$ cat src/controllerPkg.sv
`default_nettype none

package controllerPkg;

    typedef logic [15:0] opcode_t; // Instruction word
    typedef logic [3:0] flags_t; // Flag register image
    typedef logic [3:0] aluFunc_t; // ALU operation code
    typedef logic [2:0] aluSrc_t; // ALU input select
    typedef logic [1:0] regSel_t; // Register number
    typedef logic [2:0] dest_t; // Destination code

    typedef enum logic [3:0] {
        START = 4'd0,
        FETCH = 4'd1,
        RIMMED = 4'd2, // Read immediate operand
        RADDRESS = 4'd3, // Read operand at address in A
        ATYPE = 4'd4,
        ITYPE = 4'd5,
        JTYPE = 4'd6,
        JFLAG = 4'd7, // Taken flag jump
        HALT = 4'd15
    } ctrlState_t;

    typedef enum logic [2:0] {
        clsA,
        clsI,
        clsJ,
        clsJumpFlag,
        clsSkip, // Flag condition false
        clsFlagOp, // Set or clear a flag
        clsIllegal
    } instrClass_t;

    typedef enum logic [1:0] {
        srcReg,
        srcImm,
        srcAddr
    } srcMode_t;

    // Destination codes
    localparam dest_t destZero = 3'd0;
    localparam dest_t destA = 3'd1;
    localparam dest_t destB = 3'd2;
    localparam dest_t destC = 3'd3;
    localparam dest_t destAdr = 3'd4;

    // Codes 0-3 of ALU input A pick a register
    localparam aluSrc_t aluAFromPc = 3'd4;
    localparam aluSrc_t aluAFromMem = 3'd5;

    // Codes 0-3 of ALU input B pick a register
    localparam aluSrc_t aluBFromOne = 3'd4;
    localparam aluSrc_t aluBFromZero = 3'd5;
    localparam aluSrc_t aluBFromOp = 3'd6;
    localparam aluSrc_t aluBFromAddr = 3'd7;

    // Memory address source
    localparam logic memFromPc = 1'b0;
    localparam logic memFromA = 1'b1;

    localparam aluFunc_t aluAdd = 4'd0;
    localparam aluFunc_t aluMul = 4'd4;
    localparam aluFunc_t aluJump = 4'd6; // PC plus signed offset

endpackage

`default_nettype wire

$ cat src/decodeIf.sv
`timescale 1ns/10ps
`default_nettype none

interface decodeIf import controllerPkg::*; ();

    instrClass_t instrClass;
    srcMode_t srcMode;
    regSel_t srcReg; // Register for ALU input A
    regSel_t srcRegB; // A-type register for ALU input B
    dest_t dest;
    aluFunc_t aluFunc;
    flags_t newFlags; // Flag image for set/clear

    modport producer (
        output instrClass, srcMode, srcReg, srcRegB, dest, aluFunc, newFlags
    );

    modport consumer (
        input instrClass, srcMode, srcReg, srcRegB, dest, aluFunc, newFlags
    );

endinterface

`default_nettype wire

$ cat src/instrDecoder.sv
`timescale 1ns/10ps
`default_nettype none

module instrDecoder import controllerPkg::*; (
    input opcode_t opcode,
    input flags_t flags,
    decodeIf.producer dec
);

    logic [2:0] srcField;
    logic isIType;
    logic srcLegal;
    logic destLegal;
    dest_t destCode;

    assign srcField = opcode[11:9];
    assign isIType = (opcode[15:14] == 2'b01);

    always_comb begin
        srcLegal = 1'b1;
        dec.srcMode = srcReg;
        if (srcField[2] == 1'b0) begin
            dec.srcMode = srcReg; // Register 0-3
        end else if (srcField == 3'b100) begin
            dec.srcMode = srcImm;
        end else if (srcField == 3'b110) begin
            dec.srcMode = srcAddr;
        end else begin
            srcLegal = 1'b0; // Modes 5 and 7 are illegal
        end
    end

    assign dec.srcReg = srcField[1:0];
    assign dec.srcRegB = opcode[4:3];

    // I-type writes back where it reads from
    assign destCode = isIType ? srcField : opcode[2:0];
    assign dec.dest = destCode;

    always_comb begin
        destLegal = (destCode <= destAdr);
        if (isIType && destCode == destZero) begin
            destLegal = 1'b0; // No register 0 operand in I-type
        end
    end

    always_comb begin
        if (isIType) begin
            dec.aluFunc = {opcode[8], opcode[8], opcode[13:12]};
        end else begin
            dec.aluFunc = opcode[8:5];
        end
    end

    always_comb begin
        dec.instrClass = clsIllegal;
        if (opcode[15:12] == 4'b0000) begin
            if (srcLegal && destLegal) dec.instrClass = clsA;
        end else if (isIType) begin
            if (srcLegal && destLegal) dec.instrClass = clsI;
        end else if (opcode[15]) begin
            dec.instrClass = clsJ;
        end else if (opcode[15:12] == 4'b0010) begin
            if (opcode[11]) begin
                dec.instrClass = clsFlagOp;
            end else if (flags[opcode[9:8]] == opcode[10]) begin
                dec.instrClass = clsJumpFlag; // Condition holds
            end else begin
                dec.instrClass = clsSkip;
            end
        end
    end

    always_comb begin
        dec.newFlags = flags;
        dec.newFlags[opcode[9:8]] = opcode[10]; // Set or clear selected bit
    end

endmodule

`default_nettype wire

$ cat src/controlSequencer.sv
`timescale 1ns/10ps
`default_nettype none

module controlSequencer import controllerPkg::*; (
    input logic clk,
    input logic rst,
    input logic stall,
    decodeIf.consumer dec,
    output ctrlState_t state
);

    ctrlState_t nextState;
    ctrlState_t mainState; // Execute state of the held instruction

    always_ff @(posedge clk) begin
        if (rst) begin
            state <= START;
        end else if (!stall) begin
            state <= nextState;
        end
    end

    always_comb begin
        case (dec.instrClass)
            clsA: mainState = ATYPE;
            clsI: mainState = ITYPE;
            default: mainState = HALT;
        endcase
    end

    always_comb begin
        nextState = HALT;
        case (state)
            START: nextState = FETCH;
            FETCH: begin
                case (dec.instrClass)
                    clsA, clsI: begin
                        case (dec.srcMode)
                            srcImm: nextState = RIMMED;
                            srcAddr: nextState = RADDRESS;
                            default: nextState = mainState; // Register source
                        endcase
                    end
                    clsJ: nextState = JTYPE;
                    clsJumpFlag: nextState = JFLAG;
                    clsSkip, clsFlagOp: nextState = FETCH; // Done in one cycle
                    default: nextState = HALT;
                endcase
            end
            RIMMED, RADDRESS: nextState = mainState;
            ATYPE, ITYPE, JTYPE, JFLAG: nextState = FETCH;
            default: nextState = HALT; // HALT stays until reset
        endcase
    end

endmodule

`default_nettype wire

$ cat src/controlEncoder.sv
`timescale 1ns/10ps
`default_nettype none

module controlEncoder import controllerPkg::*; (
    input ctrlState_t state,
    decodeIf.consumer dec,
    output logic memAddr,
    output logic enPC,
    output logic saveOpcode,
    output logic saveMem1,
    output aluFunc_t aluFunc,
    output aluSrc_t aluA,
    output aluSrc_t aluB,
    output logic enA,
    output logic enB,
    output logic enC,
    output logic we,
    output logic re,
    output logic enF,
    output logic flagFromInstr,
    output logic isMul,
    output flags_t inF
);

    always_comb begin
        memAddr = memFromPc;
        enPC = 1'b0;
        saveOpcode = 1'b0;
        saveMem1 = 1'b0;
        aluFunc = aluAdd;
        aluA = 3'd0;
        aluB = 3'd0;
        enA = 1'b0;
        enB = 1'b0;
        enC = 1'b0;
        we = 1'b0;
        re = 1'b0;
        enF = 1'b0;
        flagFromInstr = 1'b0;
        isMul = 1'b0;
        inF = 4'd0;

        case (state)
            FETCH: begin
                memAddr = memFromPc; // Read instruction at PC
                re = 1'b1;
                saveOpcode = 1'b1;
                aluFunc = aluAdd; // PC + 1
                aluA = aluAFromPc;
                aluB = aluBFromOne;
                enPC = 1'b1;
                if (dec.instrClass == clsFlagOp) begin
                    enF = 1'b1;
                    flagFromInstr = 1'b1;
                    inF = dec.newFlags;
                end
            end

            RIMMED: begin
                memAddr = memFromPc; // Operand follows the instruction
                re = 1'b1;
                saveMem1 = 1'b1;
                aluFunc = aluAdd;
                aluA = aluAFromPc;
                aluB = aluBFromOne;
                enPC = 1'b1;
            end

            RADDRESS: begin
                memAddr = memFromA;
                re = 1'b1;
                saveMem1 = 1'b1;
            end

            ATYPE, ITYPE: begin
                if (dec.srcMode == srcReg) begin
                    aluA = {1'b0, dec.srcReg};
                end else begin
                    aluA = aluAFromMem; // Operand latched in mem1
                end
                if (state == ATYPE) begin
                    aluB = {1'b0, dec.srcRegB};
                end else begin
                    aluB = aluBFromOp; // Immediate field of opcode
                end
                aluFunc = dec.aluFunc;
                enF = 1'b1;
                if (dec.aluFunc == aluMul) begin
                    enA = 1'b1; // High half of product goes to A
                    isMul = 1'b1;
                end
                case (dec.dest)
                    destZero: ; // Flags only
                    destA: enA = 1'b1;
                    destB: enB = 1'b1;
                    destC: enC = 1'b1;
                    destAdr: begin
                        we = 1'b1;
                        memAddr = memFromA;
                    end
                    default: ;
                endcase
            end

            JTYPE: begin
                aluA = aluAFromPc;
                aluB = aluBFromAddr; // Offset from instruction
                aluFunc = aluJump;
                enPC = 1'b1;
            end

            JFLAG: begin
                aluA = aluAFromPc;
                aluB = aluBFromOp;
                aluFunc = aluAdd;
                enPC = 1'b1;
            end

            default: ; // START and HALT drive nothing
        endcase
    end

endmodule

`default_nettype wire

$ cat src/cpuController.sv
`timescale 1ns/10ps
`default_nettype none

module cpuController import controllerPkg::*; (
    input logic clk,
    input logic rst,
    input logic stall, // Hold current state
    input opcode_t opcode,
    input flags_t flags,
    output logic memAddr,
    output logic enPC,
    output logic saveOpcode,
    output logic saveMem1,
    output aluFunc_t aluFunc,
    output aluSrc_t aluA,
    output aluSrc_t aluB,
    output logic enA,
    output logic enB,
    output logic enC,
    output logic we,
    output logic re,
    output logic enF,
    output logic flagFromInstr,
    output logic isMul,
    output flags_t inF,
    output logic [3:0] state // For debug
);

    decodeIf decBus ();
    ctrlState_t curState;

    assign state = curState;

    instrDecoder decoder_i (
        .opcode (opcode),
        .flags (flags),
        .dec (decBus.producer)
    );

    controlSequencer sequencer_i (
        .clk (clk),
        .rst (rst),
        .stall (stall),
        .dec (decBus.consumer),
        .state (curState)
    );

    controlEncoder encoder_i (
        .state (curState),
        .dec (decBus.consumer),
        .memAddr (memAddr),
        .enPC (enPC),
        .saveOpcode (saveOpcode),
        .saveMem1 (saveMem1),
        .aluFunc (aluFunc),
        .aluA (aluA),
        .aluB (aluB),
        .enA (enA),
        .enB (enB),
        .enC (enC),
        .we (we),
        .re (re),
        .enF (enF),
        .flagFromInstr (flagFromInstr),
        .isMul (isMul),
        .inF (inF)
    );

endmodule

`default_nettype wire

$ cat config.mk
export PLATFORM = sky130hd
export DESIGN_NAME = cpuController
export DESIGN_NICKNAME = d
export VERILOG_FILES = /design/src/controllerPkg.sv /design/src/decodeIf.sv /design/src/instrDecoder.sv /design/src/controlSequencer.sv /design/src/controlEncoder.sv /design/src/cpuController.sv
export SDC_FILE = /design/constraint.sdc
export NUM_CORES = 1
export LEC_CHECK = 0
export BUFFER_PORTS_ARGS = -buffer_cell sky130_fd_sc_hd__buf_4
export CORE_UTILIZATION = 44
export CTS_BUF_LIST = sky130_fd_sc_hd__clkbuf_8
export DETAILED_ROUTE_END_ITERATION = 8
export MAX_ROUTING_LAYER = met4
export PLACE_DENSITY_LB_ADDON = 0.05
export SLEW_MARGIN = 20
export SYNTH_ARGS = -nofsm -noshare
export SYNTH_HDL_FRONTEND = slang
export SYNTH_SLANG_ARGS = --single-unit
$ cat constraint.sdc
create_clock -name clk -period 2.1 [get_ports clk]
set_input_delay 0.105 -clock clk [delete_from_list [all_inputs] [get_ports clk]]
set_output_delay 0.105 -clock clk [all_outputs]
set_load 0.01 [all_outputs]
Yosys cells after proc, flatten, opt, wreduce, memory -nomap -nowiden. Index checks and enable logic that the tools add are counted.

Latch bits: 0. Memories kept: 0. Register bits: 4. Output and inout bits: 30. Logic and storage cells: 95. Input port bits: 23. Bits in read-only memories: 0. Memory bits (writable): 0.

Mux-type cells: 51. Reductions and logical operators: 16. Add/subtract/negate cells: 0. $mul: 0. Shifts and indexed selects: 0. Equality and inequality tests: 24. Bitwise logic cells: 0. $lt $le $gt $ge: 3. Divide/modulo/power cells: 0.

Operators with widths (number): 3-bit two-way mux (12); 4-bit case mux with 2 select lines (3); 1-bit two-way mux (22); 4-bit by 3-bit == test with 1-bit output, second input constant (5); 4-bit case mux with 4 select lines (1); 3-bit == test, second input constant (5); 3-bit by 2-bit == test with 1-bit output, second input constant (4); 4-bit by 2-bit == test with 1-bit output, second input constant (3); 3-bit case mux with 4 select lines (1); 4-bit case mux with 3 select lines (1); 2-bit OR reduction (5); 4-bit zero test (2); 4-bit two-way mux (2); 3-bit by 1-bit == test with 1-bit output, second input constant (2); 3-bit zero test (2); 2-bit two-way mux (3); 3-bit case mux with 2 select lines (1); 5-bit OR reduction (1); 4-bit bitwise mux (1); 2-bit by 1-bit == test with 1-bit output, second input constant (2); 4-bit by 1-bit == test with 1-bit output, second input constant (1); 1-bit case mux with 2 select lines (2); 4-bit OR reduction (1); 3-bit less-or-equal comparator, second input constant (1); other kinds (9) (11).

Depth between registers and ports, before layout.
Depth after elaboration: 14. Depth in mapped cells: 8. Gate-level depth less buffers: 7.

Cells and area by module. Synthesis repeated with hierarchy kept, for this count alone.

Cell total of the unflattened synthesis: 139. Area total of the unflattened synthesis: 1019.7 um2.

Modules (own cells, without submodules): instrDecoder (sequential area each 0.0 um2, area an instance 406.6 um2, instances 1, cells each 53); controlEncoder (sequential area each 0.0 um2, area an instance 359.1 um2, instances 1, cells each 54); controlSequencer (sequential area each 80.1 um2, area an instance 254.0 um2, instances 1, cells each 32).

Least setup slack after synthesis. No wires, ideal clock.

Path type: reg-to-output. Start: reg sequencer_i.state[3]. End: out enA. Required time: 1.995 ns. Cell stages (with the launch flop): 6. Arrival time: 1.558 ns. Slack: 0.437 ns. Buffers on the path: 1. Cells stage by stage: dfxtp_1 -> clkbuf_1 -> nand2b_1 -> nand2b_1 -> nor3_1 -> o21bai_1.

Word-level cells in the longest chain between the ends: 3. Elaborated cells between the ends (all ways): 4. Those cells by class: eq/ne: 2; mux: 1; reduce/logical: 1.

RTL lines: start: declaration (RTL line controlSequencer.sv:9) `output ctrlState_t state`; start signal: assignment (RTL line controlSequencer.sv:19) `state <= nextState;`; 4-bit by 3-bit == test with 1-bit output (RTL line controlEncoder.sv:43) `case (state)`; 2-bit OR reduction (*) (RTL line controlEncoder.sv:43); 1-bit two-way mux (*) (RTL line controlEncoder.sv:43); end: declaration (RTL line cpuController.sv:17) `output logic enA,`.

Every way passes the cells marked *; elsewhere a longest branch is shown, timed or not.

Worst setup path in the final report.
Start: reg sequencer_i.state[0]. End: out inF[2].

Word-level cells in the longest chain between the ends: 2.

RTL lines: 4-bit by 1-bit == test with 1-bit output (RTL line controlEncoder.sv:43); 4-bit two-way mux (RTL line controlEncoder.sv:43); end: declaration (RTL line cpuController.sv:25) `output flags_t inF,`.

No other way between the ends.

==> impl_metrics.json <==
{
  "synth_top_area_share": 0.09524,
  "regMostFlops": "sequencer_i.state",
  "timing.setup.tns_ps": 0,
  "drive_gt1_frac": 0.3559,
  "io_buffers": 52,
  "largest_fanout_on_the_critical_path": 11,
  "detailed_route_via_count": 1123,
  "grt_first_pass_wirelength_mm": 3.967,
  "yosys_warnings": 0,
  "antenna_found_initial": 0,
  "clk_transition_reported_paths_ps": 30,
  "vias_per_cell": 5.559,
  "critical_path.endpoint_type": "primary output",
  "drcViolationCount": 0,
  "share_clk_of_total_power": 0.293,
  "drtAntennaViolNets": 0,
  "timing.max_cap.violations": 0,
  "ir_drop_v": 0.0007546,
  "first_global_vias": 930,
  "gr-total-overflow": 0,
  "largest_net_degree_at_the_start_of_global_routing": 14,
  "number_of_clock_buffers_inserted_by_tritoncts": 3,
  "cts.path.max_buffers": 2,
  "cts.repair_timing.setup_buffer_count": 0,
  "ys_types": 42,
  "drt-wirelength-per-cell_um": 13.12,
  "ctsRootBufferMaster": "clkbuf_8",
  "timing.hold.ws_ps": 73.79,
  "floorplan.rows": 15,
  "number_of_buffers_inserted_by_hold_repair_at_cts": 0,
  "setup_viol": 0,
  "syn_avg_cell_area_um2": 6.518,
  "p_leak_nw": 0.6174,
  "post_cts_sizing": 0,
  "synth_seq_cells": 4,
  "post-place-cells": 199,
  "report.final.slew_viol_count": 0,
  "layout.nets": 204,
  "n_antenna_cell": 0,
  "power_report.internal_total_w": 0.0003473,
  "final-instance-count-excl-fill": 202,
  "fmax_mhz": 533.3,
  "tritoncts": "done",
  "reg.largest.list": "sequencer_i.state (4)",
  "tightest_slew_ps": 550.3,
  "pwr_density_cell_mw_per_mm2": 426.8,
  "p_sw_w": 0.0001974,
  "combinational_group_share_of_total_power": 0.519,
  "number_of_sinks_handled_by_clock_tree_synthesis": 4,
  "timing.critical_path.required_ps": 2000,
  "outcome": "complete, no violations",
  "hold_path_class": "input port to register",
  "fp.dieArea_mm2": 0.002090,
  "post-synth-top-area-cell": "dfxtp_1",
  "seqCellArea_um2": 80.08,
  "route.final.wire_length_mm": 2.651,
  "placed_instance_area_mm2": 0.001235,
  "fillerInstances": 172,
  "final.period_utilization": 0.8929,
  "overall_power_w": 0.0005447,
  "layout-area-overhead-vs-synth_pct": 51.79,
  "top_level_pins": 53,
  "die-width_um": 45.72,
  "netlist_top_cells_area": "dfxtp_1 9.5%, nand2_1 8.0%, a21oi_1 7.1%, nor3_1 5.4%, nor2_1 4.9%",
  "clkLatencyLatePin_ps": 220,
  "gp_congestion": 0.9327,
  "fin_skew_ps": 4.661,
  "sequential_area_share_after_synthesis": 0.09524,
  "number_of_nets_in_the_synthesized_netlist": 154,
  "finalCriticalPeriod_ps": 1875,
  "seq_power_share": 0.188,
  "worst-endpoint-arrival_ps": 1770,
  "timing.max_slew.rel_slack": 0.6303,
  "ctsHtreeMaxLevel": 1,
  "synthesis.area_um2": 840.8,
  "final_hold_violating_endpoints": 0,
  "initial_core_util": 0.4766,
  "swShare": 0.3623,
  "core_area_mm2": 0.001764,
  "drt_pass1_iterations": 4,
  "grt_util_all_layers": 0.2640,
  "largest_reg_flops": 4,
  "area_taken_by_multi_input_logic_gates_um2": 688.2,
  "detailedPlacementHpwl_mm": 2.083,
  "drt-initial-drc-count": 28,
  "grt_setup_unrepaired": "no",
  "worstSetupStartpointType": "register",
  "chipHeight_um": 45.72,
  "synth_cells": 129,
  "final_cell_area_mm2": 0.001276,
  "category_of_the_critical_setup_timing_path": "register to primary output"
}
## critical path: stages (launching register included)
cell and delay (ps):
dfxtp_1 520, nor4b_4 400, nand3_1 290, a21oi_1 200, buf_4 140
## kinds of logic after synthesis
logic type	synth area share
mux	0.05059
fa+ha+maj	0.02976
compound gates	0.3080
buf+inv	0.08631
xor+xnor	0.02084
simple gates	0.4092
flops	0.09524
## final cells by class
class,instances,share of cell area
inverter,8,0.02353
tap,25,0.02451
timing repair buffer,54,0.3176
multi-input combinational,108,0.5392
sequential,4,0.06275
clock buffer,3,0.03235
## per-stage QoR
step | setup slack, ps | utilization
finish | 224.8 | 0.7234
global route | 106.2 | 0.7234
CTS | 239.0 | 0.7234
detailed placement | 391.4 | 0.7000
global placement | 336.3 | 0.7000
floorplan | 437.2 | -
## Yosys cell counts, drive strengths merged
| library cell | instances |
|---|---|
| nand2 | 18 |
| a21oi | 12 |
| nor2 | 11 |
| nor3 | 9 |
| inv | 8 |
| clkbuf | 7 |
| o21ai | 7 |
| a31oi | 6 |
| nand2b | 5 |
| nand3 | 5 |
| dfxtp | 4 |
| nor2b | 3 |
| a211oi | 2 |
| a21o | 2 |
| buf | 2 |
| ha | 2 |
| mux2i | 2 |
| nor4b | 2 |
| o21bai | 2 |
| or3 | 2 |
| or4b | 2 |
| a21boi | 1 |
| a221o | 1 |
| a221oi | 1 |
| and2 | 1 |
| and2b | 1 |
| and3 | 1 |
| and4bb | 1 |
| mux4 | 1 |
| nand3b | 1 |
| o21a | 1 |
| o221ai | 1 |
| o311a | 1 |
| o31a | 1 |
| o41ai | 1 |
| xnor2 | 1 |
| xor2 | 1 |
## placed cells by master, fill, tap and decap left out, types with 2 or more instances in the layout
cell type  Yosys  routed
a211oi_1       2       2
a21o_1         2       2
a21oi_1       12      12
a31oi_1        6       6
buf_4          0      54
clkbuf_8       0       3
dfxtp_1        4       4
ha_1           2       2
inv_1          7       7
mux2i_1        2       2
nand2_1       18      18
nand2b_1       5       5
nand3_1        5       5
nor2_1        11      11
nor2b_1        3       3
nor3_1         9       9
o21ai_0        5       5
o21ai_1        2       2
o21bai_1       2       2
or3_1          2       2
## power by group through the flow
stage,Clock [W],Combinational (W),Sequential (W)
after global routing,0.000167,0.000308,0.000103
after CTS,0.000162,0.000281,0.000102
after global placement,0,0.000277,0.000102
after floorplan,0,0.000160,0.0000959
final,0.000159,0.000283,0.000103
after detailed placement,0,0.000280,0.000103
## path summary, 6_finish.rpt
check | from | endpoint | slack, ps | cells after the start
worst min register to register | sequencer_i.state[0] | sequencer_i.state[0] | 720 | 2
worst max register to register | sequencer_i.state[1] | sequencer_i.state[0] | 340 | 5
worst min-delay path | rst | sequencer_i.state[3] | 70 | 2
worst max-delay path | sequencer_i.state[0] | inF[2] | 220 | 4
## layer usage
layer | up-vias | track usage | wire (um)
li1 | 566 | - | -
met1 | 500 | 0.3302 | 1152
met2 | 57 | 0.4429 | 1268
met3 | 0 | 0.07143 | 230
met4 | 0 | 0.01765 | 0
met5 | - | - | 0
Power figures use the tool's default switching activity.
